--- src/source/nnPkg.sv ---
`default_nettype none

package nnPkg;

	localparam int MAX_INPUTS = 30;
	localparam int MAX_NEURONS = 4;
	localparam int DATA_WIDTH = 24;
	localparam int ACT_WIDTH = 8;
	localparam int SAT_LIMIT = 8192;

	typedef logic [DATA_WIDTH-1:0] dataWord;
	typedef logic [ACT_WIDTH-1:0] actWord;

	// one row per neuron, one column per input index
	localparam logic signed [DATA_WIDTH-1:0] weightTable [MAX_NEURONS][MAX_INPUTS] = '{
		'{
			-14, 1, 0, -3, 0, 0, -4, 0, -4, 0,
			-5, 0, 0, -1, 5, -15, -7, -7, -4, -10,
			-10, 3, 1, -4, 5, 2, -13, -12, -3, -2
		},
		'{
			3, -2, 7, 0, 1, -5, 4, 2, -1, 6,
			0, -3, 8, 1, -7, 2, 5, -4, 0, 3,
			-6, 9, 1, -2, 4, 0, -8, 2, 6, -1
		},
		'{
			-1, 4, -6, 2, 11, 0, -3, 5, 7, -2,
			1, 3, -9, 0, 2, 6, -4, 1, 8, -5,
			2, 0, 3, 12, -7, 1, 4, -2, 0, 5
		},
		'{
			15, -16, 2, 9, -3, 4, 0, -11, 6, 1,
			10, -2, 3, 7, -8, 0, 5, 13, -6, 2,
			-1, 8, -12, 4, 3, -5, 9, 0, -4, 14
		}
	};

	localparam logic signed [DATA_WIDTH-1:0] biasTable [MAX_NEURONS] = '{
		-2,
		5,
		-3,
		12
	};

endpackage

`default_nettype wire

--- src/source/macBus.sv ---
`timescale 1ns/100ps
`default_nettype none

interface macBus
#(
	parameter int NUM_NEURONS = 4
);

	logic clear; // load biases
	logic accumulate; // sample accepted this cycle
	logic activate; // register activations
	nnPkg::dataWord weights [NUM_NEURONS];
	nnPkg::dataWord biases [NUM_NEURONS];

	modport control
	(
		output clear,
		output accumulate,
		output activate
	);

	modport rom
	(
		output weights,
		output biases
	);

	modport mac
	(
		input clear,
		input accumulate,
		input activate,
		input weights,
		input biases
	);

endinterface

`default_nettype wire

--- src/source/denseLayer.sv ---
`timescale 1ns/100ps
`default_nettype none

module denseLayer
#(
	parameter int NUM_INPUTS = 30,
	parameter int NUM_NEURONS = 4
)
(
	input wire clk,
	input wire reset,
	input wire start,
	input wire nnPkg::dataWord sample,
	input wire sampleValid,
	output nnPkg::actWord activations [NUM_NEURONS],
	output logic busy,
	output logic done
);

	localparam int INDEX_WIDTH = (NUM_INPUTS > 1) ? $clog2(NUM_INPUTS) : 1;

	logic countClear;
	logic countEnable;
	logic lastSample;
	logic [INDEX_WIDTH-1:0] index;

	macBus #(
		.NUM_NEURONS(NUM_NEURONS)
	) bus ();

	layerControl layerControl_i
	(
		.clk(clk),
		.reset(reset),
		.start(start),
		.sampleValid(sampleValid),
		.lastSample(lastSample),
		.countClear(countClear),
		.countEnable(countEnable),
		.busy(busy),
		.done(done),
		.bus(bus.control)
	);

	inputCounter #(
		.NUM_INPUTS(NUM_INPUTS)
	) inputCounter_i
	(
		.clk(clk),
		.reset(reset),
		.countClear(countClear),
		.countEnable(countEnable),
		.index(index),
		.lastSample(lastSample)
	);

	weightRom #(
		.NUM_INPUTS(NUM_INPUTS),
		.NUM_NEURONS(NUM_NEURONS)
	) weightRom_i
	(
		.index(index),
		.bus(bus.rom)
	);

	neuronMac #(
		.NUM_NEURONS(NUM_NEURONS)
	) neuronMac_i
	(
		.clk(clk),
		.reset(reset),
		.sample(sample),
		.activations(activations),
		.bus(bus.mac)
	);

endmodule

`default_nettype wire

--- src/source/inputCounter.sv ---
`timescale 1ns/100ps
`default_nettype none

module inputCounter
#(
	parameter int NUM_INPUTS = 30,
	localparam int INDEX_WIDTH = (NUM_INPUTS > 1) ? $clog2(NUM_INPUTS) : 1
)
(
	input wire clk,
	input wire reset,
	input wire countClear,
	input wire countEnable,
	output logic [INDEX_WIDTH-1:0] index,
	output logic lastSample
);

	assign lastSample = (index == INDEX_WIDTH'(NUM_INPUTS - 1));

	always_ff @(posedge clk)
	begin
		if (reset)
			index <= '0;
		else if (countClear)
			index <= '0;
		else if (countEnable)
		begin
			if (lastSample)
				index <= '0; // wrap at end of pass
			else
				index <= index + 1'b1;
		end
	end

	assert property (@(posedge clk) disable iff (reset)
		countEnable |-> (index <= INDEX_WIDTH'(NUM_INPUTS - 1)));

endmodule

`default_nettype wire

--- src/source/layerControl.sv ---
`timescale 1ns/100ps
`default_nettype none

module layerControl
(
	input wire clk,
	input wire reset,
	input wire start,
	input wire sampleValid,
	input wire lastSample,
	output logic countClear,
	output logic countEnable,
	output logic busy,
	output logic done,
	macBus.control bus
);

	typedef enum logic [1:0]
	{
		IDLE,
		LOAD,
		FINISH
	} stateType;

	stateType state;
	stateType nextState;
	logic startPass;
	logic acceptSample;

	assign startPass = (state == IDLE) && start; // start while busy is dropped
	assign acceptSample = (state == LOAD) && sampleValid;

	always_comb
	begin
		nextState = state;
		case (state)
			IDLE:
				if (start)
					nextState = LOAD;
			LOAD:
				if (acceptSample && lastSample)
					nextState = FINISH;
			FINISH:
				nextState = IDLE;
			default:
				nextState = IDLE;
		endcase
	end

	always_ff @(posedge clk)
	begin
		if (reset)
		begin
			state <= IDLE;
			done <= 1'b0;
		end
		else
		begin
			state <= nextState;
			done <= (state == FINISH); // one cycle, after activate
		end
	end

	assign bus.clear = startPass;
	assign bus.accumulate = acceptSample;
	assign bus.activate = (state == FINISH);
	assign countClear = startPass;
	assign countEnable = acceptSample;
	assign busy = (state != IDLE);

	assert property (@(posedge clk) disable iff (reset) !(done && busy));

endmodule

`default_nettype wire

--- src/source/neuronMac.sv ---
`timescale 1ns/100ps
`default_nettype none

module neuronMac
#(
	parameter int NUM_NEURONS = 4
)
(
	input wire clk,
	input wire reset,
	input wire nnPkg::dataWord sample,
	output nnPkg::actWord activations [NUM_NEURONS],
	macBus.mac bus
);

	localparam int ACT_SHIFT = 5; // output takes sum bits 12..5

	nnPkg::dataWord sums [NUM_NEURONS];
	nnPkg::dataWord products [NUM_NEURONS];

	function automatic nnPkg::actWord activationOf(input nnPkg::dataWord sum);
		if (sum[nnPkg::DATA_WIDTH-1])
			return '0; // negative
		else if (sum > nnPkg::SAT_LIMIT)
			return '1; // saturate
		else
			return sum[ACT_SHIFT +: nnPkg::ACT_WIDTH];
	endfunction

	// low 24 bits of the product match the signed result
	always_comb
	begin
		for (int n = 0; n < NUM_NEURONS; n++)
			products[n] = sample * bus.weights[n];
	end

	always_ff @(posedge clk)
	begin
		for (int n = 0; n < NUM_NEURONS; n++)
		begin
			if (bus.clear)
				sums[n] <= bus.biases[n];
			else if (bus.accumulate)
				sums[n] <= sums[n] + products[n]; // wraps at 24 bits
		end
	end

	always_ff @(posedge clk)
	begin
		if (reset)
		begin
			for (int n = 0; n < NUM_NEURONS; n++)
				activations[n] <= '0;
		end
		else if (bus.activate)
		begin
			for (int n = 0; n < NUM_NEURONS; n++)
				activations[n] <= activationOf(sums[n]);
		end
	end

	assert property (@(posedge clk) disable iff (reset)
		bus.activate |-> !bus.accumulate && !bus.clear);

endmodule

`default_nettype wire

--- src/source/weightRom.sv ---
`timescale 1ns/100ps
`default_nettype none

module weightRom
#(
	parameter int NUM_INPUTS = 30,
	parameter int NUM_NEURONS = 4,
	localparam int INDEX_WIDTH = (NUM_INPUTS > 1) ? $clog2(NUM_INPUTS) : 1
)
(
	input wire [INDEX_WIDTH-1:0] index,
	macBus.rom bus
);

	if (NUM_INPUTS > nnPkg::MAX_INPUTS || NUM_NEURONS > nnPkg::MAX_NEURONS)
	begin : gBoundsCheck
		$error("weight table too small for %0d inputs and %0d neurons",
			NUM_INPUTS, NUM_NEURONS);
	end

	always_comb
	begin
		for (int n = 0; n < NUM_NEURONS; n++)
		begin
			if (index < NUM_INPUTS)
				bus.weights[n] = nnPkg::weightTable[n][index];
			else
				bus.weights[n] = '0; // unused codes of index
			bus.biases[n] = nnPkg::biasTable[n];
		end
	end

endmodule

`default_nettype wire

--- config.mk ---
export PLATFORM = sky130hd
export DESIGN_NAME = denseLayer
export DESIGN_NICKNAME = d
export VERILOG_FILES = /design/src/source/nnPkg.sv /design/src/source/macBus.sv /design/src/source/denseLayer.sv /design/src/source/inputCounter.sv /design/src/source/layerControl.sv /design/src/source/neuronMac.sv /design/src/source/weightRom.sv
export SDC_FILE = /design/constraint.sdc
export NUM_CORES = 2
export LEC_CHECK = 0
export BUFFER_PORTS_ARGS = -buffer_cell sky130_fd_sc_hd__buf_2
export CAP_MARGIN = 20
export CORE_MARGIN = 8
export CORE_UTILIZATION = 40
export DETAILED_ROUTE_END_ITERATION = 7
export HOLD_SLACK_MARGIN = 0.06
export PLACE_DENSITY = 0.52
export SLEW_MARGIN = 10
export SYNTH_ARGS = -nofsm -noshare
export SYNTH_HDL_FRONTEND = slang
export SYNTH_SLANG_ARGS = --single-unit
--- constraint.sdc ---
create_clock -name clk -period 14.46 [get_ports clk]
set_input_delay 1.446 -clock clk [delete_from_list [all_inputs] [get_ports clk]]
set_output_delay 1.446 -clock clk [all_outputs]
set_load 0.05 [all_outputs]
==> reports/results.ini <==
[sta]
slew_headroom = 0.317
hold_violations = 0
tightest_slew_ns = 1.01
setup_viol = 0
clock_skew_ns = 0.0152
fin_crit_sh = 0.649
fin_setup_tns_ns = 0
rsz0062_at_grt = false
timing.fmax_mhz = 107
final_max_slew_viol_count = 0
fin_crit_ns = 9.39

[floorplanning]
pin_count = 62
start_util = 0.403
die_h_um = 323
num_rows = 112
die_x_um = 323
die_area_um2 = 104000
core_um2 = 93300

[run]
maxCapViolations = 0

[detailed_routing]
routed_via_density = 4.84
wire_per_inst_um = 19.3
first_pass_iters = 5
vias = 25514
drt_iter0_drc = 1344
ant_nets = 0
totalWireLength_mm = 102
drc_errors = 0

[place]
io_buffers = 61
hpwl_mm = 83.5
globalplace.congestion = 0.916

[synthesis]
async_flop_share = 0
mappedNetlistArea_um2 = 37600
synth_top_family_by_area = adder cells
synth_cell_type_count = 84
ys_ff_latch = 136
muxShareOfSynthArea = 0.00698
yosys.area_share.simple = 0.123
synthAdderAreaFrac = 0.530
synth.net_count = 5206
syn_area_per_cell_um2 = 9.32
ys_warn_count = 0
synthXorXnorAreaFrac = 0.0483
yosysSeqAreaShare = 0.0979
synth_ff_type = edfxtp_1
synth_edf_count = 96
synth_compound_area_frac = 0.0615
syn-instance-count = 4039

[min_path]
min_path_cells = 2
hold_end = neuronMac_i.activations[12]$_SDFFE_PP0P_
min-delay-start = neuronMac_i.activations[12]$_SDFFE_PP0P_
hold_path.class = register to register

[clock_tree]
postCtsSetupBuffers = 0
ctsResizeCount = 0
tritoncts = done
cts.path.max_buffers = 2
clkLatencyLatePin_ns = 0.52
clk_pin_slew_ns = 0.07
holdBufCountCts = 0
cts_sinks = 136
htreeDepth = 4
cts_root_buf = clkbuf_16
cts_buffers = 17

[critical_path]
r2r_cells = 26
max_stage_delay_ns = 0.87
cpMostUsedCell = fa_1
crit_type = register to register
critical_path_required_ns = 14.72
regToRegEndpoint = neuronMac_i.sums[1][23]$_SDFFCE_PN0P_
crit_fanout = 23
cp-start-kind = register
crit_path_end_kind = register
crit_arrival_ns = 9.65
slowest_stage = dfxtp_1
r2r_slack_ns = 5.07
timing.rr.start = inputCounter_i.index[0]$_SDFFE_PP0P_

[final_layout]
layout_commonest_cell = inv_1
final_cell_mix = 1147 x inv_1, 756 x fa_1, 383 x ha_1
nets = 5170
drive_gt1_frac = 0.0421
area_growth_syn_to_layout_pct = 5.58

[global_routing]
grt.total_usage = 0.206
grt-ovfl-total = 0
grt_antenna_before_repair = 7
grt_max_degree = 66
grt_pass1_vias = 27820
grt_pass1_wl_mm = 164

[status]
status = completed

## sequential cells by signal (all words and copies together) (netlist names)
name and flops:
inputCounter_i.index 5, layerControl_i.done 1, layerControl_i.state 2, neuronMac_i.activations 32, neuronMac_i.sums 96
## per-stage QoR
step | area [um2] | setup slack (ns) | utilization | instances | hold WS [ns]
6_report | 39700 | 5.07 | 0.426 | 5276 | 0.480
5_1_grt | 39700 | 4.36 | 0.426 | 5270 | 0.513
4_1_cts | 39700 | 5.12 | 0.425 | 5269 | 0.486
3_5_place_dp | 39100 | 5.12 | 0.419 | 5237 | 0.470
3_3_place_gp | 39100 | 5.19 | 0.419 | 5237 | 0.465
2_1_floorplan | 37600 | 6.19 | - | 4039 | 0.452
## per-layer routing
| layer | global-route usage | vias up | wire [um] | part of all wire |
|---|---|---|---|---|
| met3 | 0.0236 | 73 | 3690 | 0.036 |
| met5 | 0 | - | 23 | 0.00023 |
| met2 | 0.341 | 383 | 48300 | 0.47 |
| met1 | 0.291 | 13016 | 48000 | 0.47 |
| li1 | - | 12038 | - | - |
| met4 | 0.0460 | 4 | 1850 | 0.018 |
## worst max path at each step
stage	from	to	slack, ns	cells after the start
final	inputCounter_i.index[0]$_SDFFE_PP0P_	neuronMac_i.sums[1][23]$_SDFFCE_PN0P_	5.07	26
after global routing	inputCounter_i.index[0]$_SDFFE_PP0P_	neuronMac_i.sums[1][23]$_SDFFCE_PN0P_	4.36	26
after CTS	inputCounter_i.index[0]$_SDFFE_PP0P_	neuronMac_i.sums[1][23]$_SDFFCE_PN0P_	5.12	26
after detailed placement	inputCounter_i.index[0]$_SDFFE_PP0P_	neuronMac_i.sums[1][23]$_SDFFCE_PN0P_	5.12	26
after global placement	inputCounter_i.index[0]$_SDFFE_PP0P_	neuronMac_i.sums[1][23]$_SDFFCE_PN0P_	5.19	26
after floorplan	inputCounter_i.index[1]$_SDFFE_PP0P_	neuronMac_i.sums[3][23]$_SDFFCE_PN0P_	6.19	31
## cells by family (layout without fill, tap and decap cells)
| group | after synthesis | in the layout |
|---|---|---|
| flip-flops | 136 | 136 |
| buffers and inverters | 1301 | 1278 |
| adder cells (fa/ha/maj) | 1139 | 1139 |
| other | 0 | 6 |
| multiplexers | 17 | 17 |
| AO/OA/AOI/OAI | 350 | 350 |
| AND/OR/NAND/NOR | 907 | 907 |
| XOR/XNOR | 189 | 189 |
## cell usage after synthesis, types with 14 or more instances
master	n	area (um2)
nor3_1	52	260
dfxtp_1	40	801
and2_1	284	1780
a21o_1	40	300
edfxtp_1	96	2880
nand3_1	17	85.1
ha_1	383	4790
inv_1	1147	4310
buf_2	14	70.1
nor2_1	176	661
a211oi_1	18	135
nor4_1	21	131
and3_1	28	175
nand2b_1	33	206
nor2b_1	22	138
nand2_1	224	841
clkbuf_1	117	439
a21oi_1	123	616
fa_1	756	15100
xor2_1	53	464
xnor2_1	124	1090
o21ai_0	54	270
## layout make-up
type | instances | area (um2)
inverter | 1150 | 4320
fill | 9432 | 53600
antenna | 6 | 15.0
clock buffer | 22 | 508
sequential | 136 | 3680
clock inverter | 10 | 77.6
multi-input combinational | 2602 | 29000
timing repair buffer | 96 | 568
tap | 1254 | 1570
## critical path: cells and delay by family (launching register included)
| kind | cells | cell delay [ns] |
|---|---|---|
| AOI/OAI and AO/OA | 8 | 1.94 |
| xor gates and xnor gates | 1 | 0.16 |
| and+or+nand+nor | 4 | 1.23 |
| DFF | 1 | 0.87 |
| buffers and inverters | 4 | 0.42 |
| adders and majority gates | 9 | 4.48 |
Power is not shown: default switching activity piles up to over one toggle a cycle in this logic, so the estimate is an artifact.
